===== src/gb_cfg.svh =====
// map, register addresses and widths for a 16-bit cpu address bus, 8-bit data, one cpu clock
`ifndef GB_CFG_SVH
`define GB_CFG_SVH

// bus and memory widths
`define GB_ADDR_W      16
`define GB_DATA_W      8
`define GB_IRQ_N       5
`define WRAM_ADDR_W    15             // 32k, 8 banks of 4k
`define ZP_ADDR_W      7              // ff80..fffe

// memory map pages
`define PAGE_BOOT      8'h00          // boot overlay, 0000..00ff
`define PAGE_OAM       8'hfe
`define PAGE_REG       8'hff

// io registers
`define ADDR_P1        16'hff00
`define ADDR_SB        16'hff01
`define ADDR_SC        16'hff02
`define ADDR_IF        16'hff0f
`define ADDR_BOOT      16'hff50
`define ADDR_SVBK      16'hff70
`define ADDR_IE        16'hffff

`define FAST_BOOT_FLAG 8'h42          // seen by the boot code at ff50
`define SERIAL_DIV_W   9              // 512 cycles per shifted bit

// rst vectors, lowest pending bit wins
`define IRQ_VEC_BASE   8'h40
`define IRQ_VEC_STEP   8'd8
`define IRQ_VEC_NONE   8'h55

`endif

===== src/gb_pkg.sv =====
// shared types; the address union assumes the 16-bit bus of gb_cfg.svh
`default_nettype none

`include "gb_cfg.svh"

package gb_pkg;

	// one cpu address word, flat or split into page and offset
	typedef union packed {
		logic [`GB_ADDR_W-1:0] flat;
		struct packed {
			logic [7:0] page;     // high byte, ffxx io page etc
			logic [7:0] offset;   // low byte
		} pg;
	} cpu_addr_u;

	// bit positions in IF and IE
	typedef enum logic [2:0] {
		IRQ_VBLANK = 3'd0,
		IRQ_LCDC   = 3'd1,
		IRQ_TIMER  = 3'd2,
		IRQ_SERIAL = 3'd3,
		IRQ_JOYPAD = 3'd4
	} irq_bit_e;

endpackage

`default_nettype wire


===== src/gb_mem_map.sv =====
// cpu address decode and read mux; writes act on every clk_cpu edge with cpu_wr_n low
`timescale 1ns/100ps
`default_nettype none

`include "gb_cfg.svh"

module gb_mem_map import gb_pkg::*; (
	input  logic                   clk_cpu,
	input  logic                   reset,
	input  logic                   fast_boot,
	input  logic                   is_gbc,
	input  cpu_addr_u              cpu_addr,
	input  logic [`GB_DATA_W-1:0]  cpu_do,
	input  logic                   cpu_rd_n,
	input  logic                   cpu_wr_n,
	input  logic                   irq_ack,
	input  logic [7:0]             irq_vec,
	input  logic [`GB_IRQ_N-1:0]   if_q,
	input  logic [`GB_IRQ_N-1:0]   ie_q,
	input  logic [7:0]             joy_do,
	input  logic [7:0]             sc_do,
	input  logic [7:0]             wram_do,
	input  logic [2:0]             svbk_q,
	input  logic [7:0]             cart_do,
	input  logic [7:0]             boot_rom_data,
	output logic                   p1_wr,
	output logic                   sc_wr,
	output logic                   if_wr,
	output logic                   ie_wr,
	output logic                   wram_sel,
	output logic                   zp_sel,
	output logic                   svbk_wr,
	output logic [`GB_DATA_W-1:0]  cpu_di,
	output logic [`GB_ADDR_W-1:0]  cart_addr,
	output logic                   cart_rd,
	output logic                   cart_wr,
	output logic [`GB_DATA_W-1:0]  cart_di,
	output logic [7:0]             boot_rom_addr
);

	logic sel_rom, sel_cram, sel_reg_page;
	logic sel_p1, sel_sb, sel_sc, sel_if, sel_ie, sel_boot, sel_svbk;
	logic sel_fast, sel_boot_rom;
	logic wr;
	logic boot_en;                         // boot rom overlays 0000..00ff

	// ------------------------------------------------------------------------
	// decode
	assign wr           = !cpu_wr_n;
	assign sel_rom      = !cpu_addr.flat[15];                     // 0000..7fff
	assign sel_cram     = cpu_addr.flat[15:13] == 3'b101;         // a000..bfff
	assign sel_reg_page = cpu_addr.pg.page == `PAGE_REG;
	assign wram_sel     = (cpu_addr.flat[15:14] == 2'b11)         // c000..fdff, echo too
		&& (cpu_addr.pg.page != `PAGE_OAM) && !sel_reg_page;
	assign zp_sel       = sel_reg_page && cpu_addr.pg.offset[7]
		&& (cpu_addr.flat != `ADDR_IE);                         // ff80..fffe

	assign sel_p1   = cpu_addr.flat == `ADDR_P1;
	assign sel_sb   = cpu_addr.flat == `ADDR_SB;
	assign sel_sc   = cpu_addr.flat == `ADDR_SC;
	assign sel_if   = cpu_addr.flat == `ADDR_IF;
	assign sel_ie   = cpu_addr.flat == `ADDR_IE;
	assign sel_boot = cpu_addr.flat == `ADDR_BOOT;
	assign sel_svbk = is_gbc && (cpu_addr.flat == `ADDR_SVBK);  // cgb only

	assign sel_fast     = fast_boot && boot_en && sel_boot;
	assign sel_boot_rom = boot_en && (cpu_addr.pg.page == `PAGE_BOOT);

	// per-block write strobes
	assign p1_wr   = sel_p1 && wr;
	assign sc_wr   = sel_sc && wr;
	assign if_wr   = sel_if && wr;
	assign ie_wr   = sel_ie && wr;
	assign svbk_wr = sel_svbk && wr;

	// ------------------------------------------------------------------------
	// boot overlay disable, cgb wants 11, dmg any odd value
	always_ff @(posedge clk_cpu) begin
		if (reset) begin
			boot_en <= 1'b1;
		end else if (sel_boot && wr) begin
			if ((is_gbc && cpu_do == 8'h11) || (!is_gbc && cpu_do[0]))
				boot_en <= 1'b0;
		end
	end

	// ------------------------------------------------------------------------
	// cpu read mux, first match wins
	always_comb begin
		if (irq_ack)
			cpu_di = irq_vec;                                // vector fetch
		else if (sel_fast)
			cpu_di = `FAST_BOOT_FLAG;
		else if (sel_if)
			cpu_di = {{(`GB_DATA_W-`GB_IRQ_N){1'b1}}, if_q};
		else if (sel_svbk)
			cpu_di = {5'h1f, svbk_q};
		else if (sel_p1)
			cpu_di = joy_do;
		else if (sel_sb)
			cpu_di = 8'hff;                                  // no link partner
		else if (sel_sc)
			cpu_di = sc_do;
		else if (sel_rom && sel_boot_rom)
			cpu_di = boot_rom_data;
		else if (sel_rom || sel_cram)
			cpu_di = cart_do;
		else if (zp_sel || wram_sel)
			cpu_di = wram_do;                                // registered in gb_wram
		else if (sel_ie)
			cpu_di = {{(`GB_DATA_W-`GB_IRQ_N){1'b0}}, ie_q};
		else
			cpu_di = 8'hff;                                  // open bus
	end

	// cartridge side, plain pass-through
	assign cart_addr     = cpu_addr.flat;
	assign cart_di       = cpu_do;
	assign cart_rd       = (sel_rom || sel_cram) && !cpu_rd_n;
	assign cart_wr       = (sel_rom || sel_cram) && wr;    // mbc writes land here
	assign boot_rom_addr = cpu_addr.pg.offset;

endmodule

`default_nettype wire


===== config.mk =====
export PLATFORM = sky130hd
export DESIGN_NAME = gb_mem_map
export DESIGN_NICKNAME = d
export VERILOG_FILES = /design/src/gb_pkg.sv /design/src/gb_mem_map.sv
export VERILOG_INCLUDE_DIRS = /design/src
export SDC_FILE = /design/constraint.sdc
export NUM_CORES = 1
export LEC_CHECK = 0
export BUFFER_PORTS_ARGS = -buffer_cell sky130_fd_sc_hd__buf_4
export CORE_MARGIN = 3
export CORE_UTILIZATION = 35
export DETAILED_ROUTE_END_ITERATION = 16
export GPL_TIMING_DRIVEN = 1
export PLACE_DENSITY = 0.86
export SLEW_MARGIN = 20
export SYNTH_ARGS = -nofsm -noshare
export SYNTH_HDL_FRONTEND = slang
export SYNTH_SLANG_ARGS = --single-unit

===== constraint.sdc =====
create_clock -name clk_cpu -period 4.99 [get_ports clk_cpu]
set_input_delay 0.499 -clock clk_cpu [delete_from_list [all_inputs] [get_ports clk_cpu]]
set_output_delay 0.499 -clock clk_cpu [all_outputs]
set_load 0.02 [all_outputs]

Word level (Yosys, flattened, before mapping)
Cells that the tools add are included.
Operators by class
  equality and inequality tests: 13
  reduce and logical (&&, ||, !) cells: 29
  muxes and demuxes: 11
Operators by type and width (count)
  16-bit equality test (second input constant): 7
  8-bit 2-to-1 mux: 11
  1-bit logical AND: 19
  16-bit != test (second input constant): 1
  8-bit by 5-bit equality test with 1-bit output (second input constant): 1
  8-bit equality test (second input constant): 1
  8-bit zero test: 1
  8-bit != test (second input constant): 1
  1-bit zero test: 5
  3-bit equality test (second input constant): 1
  1-bit logical OR: 3
  2-bit equality test (second input constant): 1
  2-bit AND reduction: 1
Storage, ports and cells
  input bits: 92
  output and inout bits: 49
  bits in registers: 1
  word-level logic and storage cells: 54

Logic depth before layout (Yosys ltp)
Gate-level depths: netlist of run 1.
  depth in word-level cells: 14
  mapped depth: 7
  depth with buffers taken out: 6

Least setup slack after synthesis of run 1
Ideal clock, no wire load.
  path kind: input to output
  start point: input port cpu_addr[13] (netlist name)
  end point: output port cpu_di[6]
  stages on the path: 6
  path buffers: 0
  slack: 2465 ps
  arrival time: 2026 ps
  data required time: 4491 ps
  cells stage by stage: and3_1 a31oi_1 a21oi_1 o221a_2 a211oi_1 o21ai_0
Between the ends
  longest elaborated chain between the ends: 14
  elaborated cells on any way between the ends: 34
  classes of those cells: eq/ne: 11; mux: 11; reduce/logical: 12
RTL lines
  start: declaration: line gb_mem_map.sv:12  | input cpu_addr_u cpu_addr,
  8-bit != test (no line) or 8-bit equality test (tied branches)
  1-bit logical AND or 1-bit zero test (tied branches): line gb_mem_map.sv:53, gb_mem_map.sv:54
  1-bit logical AND *: line gb_mem_map.sv:53  | assign wram_sel = (cpu_addr.flat[15:14] == 2'b11)
  via wram_sel: line gb_mem_map.sv:30  | output logic wram_sel,
  1-bit logical OR *: line gb_mem_map.sv:108  | else if (zp_sel || wram_sel)
  8-bit 2-to-1 mux *: line gb_mem_map.sv:108
  8-bit 2-to-1 mux *: line gb_mem_map.sv:106  | else if (sel_rom || sel_cram)
  8-bit 2-to-1 mux *: line gb_mem_map.sv:104  | else if (sel_rom && sel_boot_rom)
  8-bit 2-to-1 mux *: line gb_mem_map.sv:102  | else if (sel_sc)
  8-bit 2-to-1 mux *: line gb_mem_map.sv:100  | else if (sel_sb)
  8-bit 2-to-1 mux *: line gb_mem_map.sv:98  | else if (sel_p1)
  8-bit 2-to-1 mux *: line gb_mem_map.sv:96  | else if (sel_svbk)
  8-bit 2-to-1 mux *: line gb_mem_map.sv:94  | else if (sel_if)
  8-bit 2-to-1 mux *: line gb_mem_map.sv:92  | else if (sel_fast)
  8-bit 2-to-1 mux *: line gb_mem_map.sv:90  | if (irq_ack)
  end: declaration: line gb_mem_map.sv:33  | output logic [`GB_DATA_W-1:0] cpu_di,
The timed path passes the listed nets; every way through them passes the cells marked *.

Worst setup path in the final report of run 1
  start point: input port cpu_addr[1] (netlist name)
  end point: output port cpu_di[0]
Between the ends
  longest elaborated chain between the ends: 13
  elaborated cells on any way between the ends: 23
  classes of those cells: eq/ne: 8; mux: 11; reduce/logical: 4
RTL lines
  16-bit != test (no line)
  1-bit logical AND: line gb_mem_map.sv:55  | assign zp_sel = sel_reg_page && cpu_addr.pg.offset[7]
  1-bit logical OR: line gb_mem_map.sv:108
  8-bit 2-to-1 mux: line gb_mem_map.sv:108
  8-bit 2-to-1 mux: line gb_mem_map.sv:106
  8-bit 2-to-1 mux: line gb_mem_map.sv:104
  8-bit 2-to-1 mux: line gb_mem_map.sv:102
  8-bit 2-to-1 mux: line gb_mem_map.sv:100
  8-bit 2-to-1 mux: line gb_mem_map.sv:98
  8-bit 2-to-1 mux: line gb_mem_map.sv:96
  8-bit 2-to-1 mux: line gb_mem_map.sv:94
  8-bit 2-to-1 mux *: line gb_mem_map.sv:92
  8-bit 2-to-1 mux *: line gb_mem_map.sv:90
Every way passes the cells marked *; elsewhere a longest branch is shown, timed or not.

==> flow_summary.json, run 1 <==
{
  "status": "finished, final reports clean",
  "place_area_um2": 1960,
  "synthesis.nets": 260,
  "areaGrowthSynthToFinish_pct": 74.0,
  "critPathMaxStageDelay_ns": 0.56,
  "crit_fanout": 11,
  "drv_slew": 0,
  "largest_register_ffs": 1,
  "synth_warnings": 0,
  "post-route-min-period_ns": 2.88,
  "routedWlPerCell_um": 16.3,
  "vias": 1759,
  "endpoint_kind": "output pin",
  "grt_max_degree": 14,
  "post_cts_buffers": 0,
  "setup_tns_ns": 0,
  "setup_ws_ns": 2.11,
  "fmax_mhz": 347,
  "hpwl_mm": 4.39,
  "fin_area_um2": 1960,
  "n_fill_cell": 292,
  "synth_edf_count": 0,
  "synth_area_um2": 1130,
  "totalWireLength_mm": 5.11,
  "crit_path_start_kind": "input port",
  "regMostFlops": "boot_en",
  "synth-async-reset-ratio": 0,
  "cap_violations": 0,
  "ys_seq_elements": 1,
  "yosysSeqAreaShare": 0.0178,
  "viasPerCell": 5.60,
  "finalSetupViolCount": 0,
  "relSlewSlack": 0.481,
  "synth_ff_type": "dfxtp_1",
  "firstDrtPassIters": 4,
  "netlist-cell-type-count": 47,
  "start_util": 0.389,
  "grt_pass1_wl_mm": 8.19,
  "period_share": 0.577,
  "cp.arrival_ns": 2.38,
  "overflow": 0,
  "hold_viol_final": 0,
  "ant_nets": 0,
  "yosys-top-cells-area": "buf_4, nor2_1, nand4_1",
  "tightestPinTransition_ns": 0.771,
  "grt_use_total": 0.246,
  "crit_type": "input port to output pin",
  "hold_class": "register to register",
  "crit_chain": "buf_4, or4_4, nor4_4, and3_1, nor3_1, a221o_1, buf_4",
  "layout_common_cells": "buf_4, nor2_1, nand4_1",
  "p_per_area_nw_per_um2": 89.1,
  "pre_cts_ws_ns": 2.13,
  "synth_top_area_cell": "buf_4",
  "rsz0062_at_grt": "no",
  "fp.dieH_um": 62.8,
  "cts_hold_buf": 0,
  "cts-resized-gates": 0,
  "core-area_um2": 2900,
  "grt_pass1_vias": 1720,
  "drive_gt1_frac": 0.540,
  "skew_ns": 0,
  "die_w_um": 62.8,
  "cts.clk_slew.worst_paths_ns": 0,
  "syn_area_per_cell_um2": 6.71,
  "num_rows": 19,
  "num_antenna_cells": 0,
  "reg_top3": "boot_en: 1 flops",
  "worstSkewPairLatency_ns": 0,
  "p_leak_nw": 0.957,
  "gp_congestion": 0.845,
  "route.detailed.drc": 0,
  "io_buffers": 140,
  "ir_drop_mv": 0.0494,
  "cp.required_ns": 4.49,
  "final_common_cell": "buf_4",
  "drtIter0Drc": 100,
  "cp_slowest_cell": "or4_4",
  "crit_top_cell": "buf_4",
  "synth_top_area_frac": 0.213,
  "synth_cells": 168,
  "fin_nets": 366,
  "antenna_found_initial": 0,
  "pin_count": 141,
  "die_area_um2": 3940
}
power breakdown:
group | internal, W | switching (W)
sequential | 0.00000816 | 0.0000000000402
combinational | 0.0000887 | 0.0000780
clock | 0 | 0
worst max-delay path, delay by kind of cell:
kind	cells	cell delay [ns]
buf+inv	2	0.31
simple gates	4	1.27
compound gates	1	0.30
logic make-up after synthesis:
kind of cell,after synthesis,share of synthesized area
simple gates,78,0.406
compound gates,50,0.327
flops,1,0.0178
buf+inv,39,0.249
final cells by class:
class	count	area, µm²	area share
repair buffers	140	1050	0.536
multi-input cells	128	827	0.422
well taps	42	52.6	0.0268
flip-flops and latches	1	20.0	0.0102
inverters	3	11.3	0.00574
Yosys cell counts, drive strengths merged (2+ instances only):
library cell and instances:
a211oi 6, a21oi 6, a221o 2, a221oi 2
a22o 2, a22oi 2, a31oi 2, and2 2
and3 7, and4 6, buf 34, inv 3
nand2 8, nand2b 2, nand3 6, nand4 10
nor2 22, nor3 3, nor4 5, o211ai 2
o21ai 6, o221ai 7, o22ai 5, or4 2
through the flow:
step	hold slack, ns	utilization	std cells	total power (W)
2_1_floorplan	0.462	-	168	0.0000883
3_3_place_gp	0.521	0.676	314	0.000174
3_5_place_dp	0.521	0.676	314	0.000175
4_1_cts	0.521	0.676	314	0.000175
5_1_grt	0.549	0.676	314	0.000187
6_report	0.521	0.676	314	0.000175
layer usage:
metal  GRT usage  routed length, µm
met1       0.320               2000
met2       0.430               2520
met3      0.0432                534
met4      0.0331                 55
met5           0                  0
final timing paths:
path,end,slack [ns],from,cells after the start
worst min-delay path,boot_en$_SDFFE_PP1P_,0.52,boot_en$_SDFFE_PP1P_,1
worst min register to register,boot_en$_SDFFE_PP1P_,0.52,boot_en$_SDFFE_PP1P_,1
worst max-delay path,cpu_di[0],2.11,cpu_addr[1],7
worst max register to register,boot_en$_SDFFE_PP1P_,4.40,boot_en$_SDFFE_PP1P_,1
Power figures use the tool's default switching activity.
==> run 2: changes to the inputs <==
Settings changed: ABC_AREA from default to 1, CORE_UTILIZATION 35 to 36, PLACE_DENSITY 0.86 to 0.83.
Clock period 4.99 ns to 2.88 ns, I/O delays scaled along.
==> run 2 against run 1 <==
Effect of this change: routed wire length decreased by 8.4%; highest routed layer unchanged; hold slack got worse by 0.049 ns; setup slack got worse by 1.3 ns; critical path type unchanged.
==> flow_summary.json, run 2 <==
{
  "multi_input_area_um2": 935,
  "fin_area_um2": 2180,
  "grt_pass1_wl_mm": 7.16,
  "hpwl_mm": 4.15,
  "firstDrtPassIters": 5,
  "ir_drop_mv": 0.0741,
  "drtIter0Drc": 60,
  "regMostFlops": "boot_en",
  "areaGrowthSynthToFinish_pct": 66.4,
  "num_rows": 21,
  "synth_ff_type": "dfxtp_1",
  "p_leak_nw": 1.32,
  "yosysSeqAreaShare": 0.0153,
  "route.detailed.drc": 0,
  "finalSetupViolCount": 0,
  "largest_register_ffs": 1,
  "grt_pass1_vias": 1674,
  "hold_viol_final": 0,
  "skew_ns": 0,
  "seq_area_um2": 20.0,
  "synth_edf_count": 0,
  "final_common_cell": "buf_4",
  "cp_slowest_cell": "nor2_1",
  "post-route-min-period_ns": 2.11,
  "gp_congestion": 0.884,
  "synth_area_um2": 1310,
  "synthTopCellsByCount": "nand2_1, nor2_1, buf_4, inv_1",
  "core-area_um2": 3420,
  "n_fill_cell": 347,
  "place_area_um2": 2180,
  "layout_common_cells": "buf_4, nand2_1, nor2_1",
  "hold_slack_ns": 0.471,
  "fmax_mhz": 473,
  "cts.clk_slew.worst_paths_ns": 0,
  "p_per_area_nw_per_um2": 142,
  "start_util": 0.383,
  "synth_cells": 267,
  "viasPerCell": 4.45,
  "reg_top3": "boot_en: 1 flops",
  "worstSkewPairLatency_ns": 0,
  "grt_use_total": 0.197,
  "crit_chain": "buf_4, nand2_1, inv_1, nand2_1, nor2_1, nand2_2, nand3_1, nand2_1, nand2_1, nand2_1, nand2_1, nand2_1, nand2_1, nand2_1, nand2_1, nand2_1, buf_4",
  "cp.arrival_ns": 1.83,
  "syn_area_per_cell_um2": 4.90,
  "crit_fanout": 7,
  "synth-async-reset-ratio": 0,
  "cts_hold_buf": 0,
  "ff2ff_setup_slack_ns": 2.30,
  "netlist-cell-type-count": 28,
  "synth_top_area_frac": 0.281,
  "fp.dieH_um": 66.3,
  "synthesis.nets": 359,
  "hold_class": "input port to register",
  "ys_seq_elements": 1,
  "synth_top_area_cell": "nand2_1",
  "cts-resized-gates": 0,
  "endpoint_kind": "output pin",
  "antenna_found_initial": 0,
  "totalWireLength_mm": 4.68,
  "critPathMaxStageDelay_ns": 0.26,
  "status": "finished, final reports clean",
  "drive_gt1_frac": 0.429,
  "fin_nets": 469,
  "synth_warnings": 0,
  "ant_nets": 0,
  "yosys-top-cells-area": "nand2_1, buf_4, nor2_1",
  "setup_tns_ns": 0,
  "post_cts_buffers": 0,
  "drv_slew": 0,
  "crit_type": "input port to output pin",
  "vias": 1872,
  "die_w_um": 66.3,
  "crit_path_start_kind": "input port",
  "crit_top_cell": "nand2_1",
  "num_antenna_cells": 0,
  "cp.required_ns": 2.59,
  "routedWlPerCell_um": 11.1,
  "rsz0062_at_grt": "no",
  "grt_max_degree": 11,
  "pin_count": 141,
  "die_area_um2": 4390,
  "cap_violations": 0,
  "yosysMostFrequentCell": "nand2_1",
  "io_buffers": 140,
  "overflow": 0,
  "tightestPinTransition_ns": 0.493,
  "period_share": 0.734,
  "relSlewSlack": 0.668
}
[run 2: changes by cell type after synthesis, moves of 5 or more]
cell | previous run | this run
nand2_1 | 8 | 98
nor2_1 | 22 | 52
and3_1 | 7 | 0
inv_1 | 3 | 27
and4_1 | 5 | 0
o22ai_1 | 5 | 0
o221ai_1 | 7 | 0
a211oi_1 | 6 | 1
[run 2: area by class of cell]
type / count / area share
Inverter: 30 / 0.0518
Sequential cell: 1 / 0.00920
Timing Repair Buffer: 140 / 0.483
Tap cell: 46 / 0.0265
Multi-Input combinational cell: 204 / 0.430
[run 2: path summary, 6_finish.rpt]
check	endpoint	depth (start not counted)	start
setup / recovery	cpu_di[7]	17	cpu_addr[0]
hold / removal	boot_en$_SDFFE_PP1P_	3	reset
setup reg to reg	boot_en$_SDFFE_PP1P_	2	boot_en$_SDFFE_PP1P_
hold reg to reg	boot_en$_SDFFE_PP1P_	2	boot_en$_SDFFE_PP1P_
[run 2: critical path, delay by kind of cell]
family | cells | cell delay (ns)
simple gates | 14 | 1.23
buf+inv | 3 | 0.32
[run 2: metrics by stage]
step	total power, W	std cells	utilization	setup slack (ns)
after global routing	0.000336	421	0.637	0.515
after floorplan	0.000167	267	-	0.988
after CTS	0.000311	421	0.637	0.757
after global placement	0.000308	421	0.637	0.772
final	0.000308	421	0.637	0.766
after detailed placement	0.000310	421	0.637	0.761
[run 2: routing by layer]
metal,up-vias,share of wire,GRT usage,wire (µm)
li1,1007,-,-,-
met1,777,0.40,0.236,1870
met2,82,0.49,0.377,2300
met3,6,0.10,0.0289,469
met4,0,0.011,0.0178,50
met5,-,0,0,0
[run 2: logic make-up (layout without fill, tap and decap cells)]
family,count (synthesis),count (layout),synth area share
DFF,1,1,0.0153
and+or+nand+nor,185,185,0.627
AOI/OAI and AO/OA,19,19,0.0880
buffers and inverters,62,170,0.270
[run 2: power breakdown]
group | total (W) | leakage (nW) | internal [W] | switching (W)
sequential | 0.0000141 | 0.00810 | 0.0000141 | 0.0000000000628
clock | 0 | 0 | 0 | 0
combinational | 0.000294 | 1.31 | 0.000152 | 0.000143
total | 0.000308 | 1.32 | 0.000166 | 0.000143
==> run 3: changes to the inputs <==
Clock period 2.88 ns to 2.1 ns, I/O delays scaled along.
==> run 3 against run 2 <==
Effect of this change: utilization increased by 1.4 points; via count increased by 2.0%; final cell count increased by 0.95%.
==> flow_summary.json, run 3 (synthesis results as in run 2) <==
{
  "cp_num_buf_inv": 2,
  "die_w_um": 66.3,
  "num_antenna_cells": 0,
  "core-area_um2": 3420,
  "cp_slowest_cell": "or2_4",
  "hold_path_depth": 3,
  "skew_ns": 0,
  "drtIter0Drc": 66,
  "crit_path_start_kind": "input port",
  "cap_violations": 0,
  "final_core_util": 0.651,
  "critPathMaxStageDelay_ns": 0.38,
  "antenna_found_initial": 0,
  "pin_count": 141,
  "cts_hold_buf": 0,
  "regMostFlops": "boot_en",
  "endpoint_kind": "output pin",
  "fp.dieH_um": 66.3,
  "cts.clk_slew.worst_paths_ns": 0,
  "routedWlPerCell_um": 11.2,
  "totalWireLength_mm": 4.77,
  "crit_type": "input port to output pin",
  "setup_tns_ns": 0,
  "start_util": 0.383,
  "hold_viol_final": 0,
  "route.detailed.drc": 0,
  "firstDrtPassIters": 4,
  "crit_fanout": 7,
  "reg2reg_depth": 2,
  "ir_drop_mv": 0.101,
  "post-route-min-period_ns": 1.92,
  "num_rows": 21,
  "areaGrowthSynthToFinish_pct": 70.0,
  "hpwl_mm": 4.21,
  "status": "finished, final reports clean",
  "fmax_mhz": 521,
  "reg_top3": "boot_en: 1 flops",
  "period_share": 0.914,
  "cp.required_ns": 1.89,
  "ff2ff_setup_slack_ns": 1.53,
  "grt_max_degree": 11,
  "hold_slack_ns": 0.390,
  "relSlewSlack": 0.688,
  "crit_top_cell": "nand2_1",
  "path_depth": 13,
  "cp.arrival_ns": 1.71,
  "grt_use_total": 0.193,
  "cp_top_family": "simple AND/OR/NAND/NOR gates",
  "drive_gt1_frac": 0.443,
  "ant_nets": 0,
  "rsz0062_at_grt": "no",
  "gp_congestion": 0.867,
  "drv_slew": 0,
  "overflow": 0,
  "finalSetupViolCount": 0,
  "p_leak_nw": 1.34,
  "grt_pass1_wl_mm": 6.97,
  "grt_pass1_vias": 1614,
  "viasPerCell": 4.49,
  "largest_register_ffs": 1,
  "p_per_area_nw_per_um2": 193,
  "setup_ws_ns": 0.180,
  "n_fill_cell": 343,
  "layout_common_cells": "buf_4, nand2_1, nor2_1",
  "p_total_w": 0.000429,
  "vias": 1909,
  "die_area_um2": 4390,
  "fin_nets": 473,
  "tightestPinTransition_ns": 0.463,
  "final_common_cell": "buf_4",
  "crit_chain": "buf_4, nor2_1, nand3_1, or2_4, nor2_8, nor2_1, nand2_1, nand2_1, nand2_1, nand2_1, nand2_1, nand2_1, buf_4",
  "io_buffers": 140,
  "worstSkewPairLatency_ns": 0,
  "pre_cts_ws_ns": 0.145,
  "hold_class": "input port to register"
}
==> run 3: cell types whose count changed in the layout (fill, tap and decap cells not counted) <==
cell,previous run,this run
nand2_2,3,4
nor2_4,3,4
nand2_1,98,97
nor3_2,0,2
nor3_1,3,2
buf_4,140,143
nor2_1,52,51
==> run 3: per-stage QoR <==
step	cells	area (µm²)
2_1_floorplan	267	1310
3_3_place_gp	424	2200
3_5_place_dp	424	2200
4_1_cts	424	2200
5_1_grt	425	2220
6_report	425	2220
==> run 3: cell type report <==
cell class	count	area (µm²)	area share
inverters	30	113	0.0506
flip-flops and latches	1	20.0	0.00900
well taps	46	57.6	0.0259
repair buffers	143	1070	0.483
multi-input cells	205	960	0.432
==> run 3: timing repair <==
item / in CTS / in global routing
endpoints found under the setup margin: 0 / 7
resized for setup: 0 / 4
setup buffers: 0 / 0
==> run 3: power breakdown <==
group            switching [W]  internal [W]  leakage (nW)
clock                        0             0             0
combinational         0.000199      0.000210          1.33
sequential     0.0000000000792     0.0000194       0.00810
==> run 3: worst register-to-register path, stage by stage (launching register included) <==
cell and delay [ns]:
dfxtp_1 0.31, o31ai_1 0.07, nand2_1 0.07
==> run 3: metal layers <==
layer  global-route usage  share of wire
met3               0.0238           0.10
met5                    0              0
met4               0.0254          0.011
met2                0.363           0.50
met1                0.236           0.39
==> run 3: final timing paths <==
| check | end | from |
|---|---|---|
| worst min register to register | boot_en$_SDFFE_PP1P_ | boot_en$_SDFFE_PP1P_ |
| worst max register to register | boot_en$_SDFFE_PP1P_ | boot_en$_SDFFE_PP1P_ |
| worst min-delay path | boot_en$_SDFFE_PP1P_ | reset |
| worst max-delay path | cpu_di[4] | cpu_addr[4] |
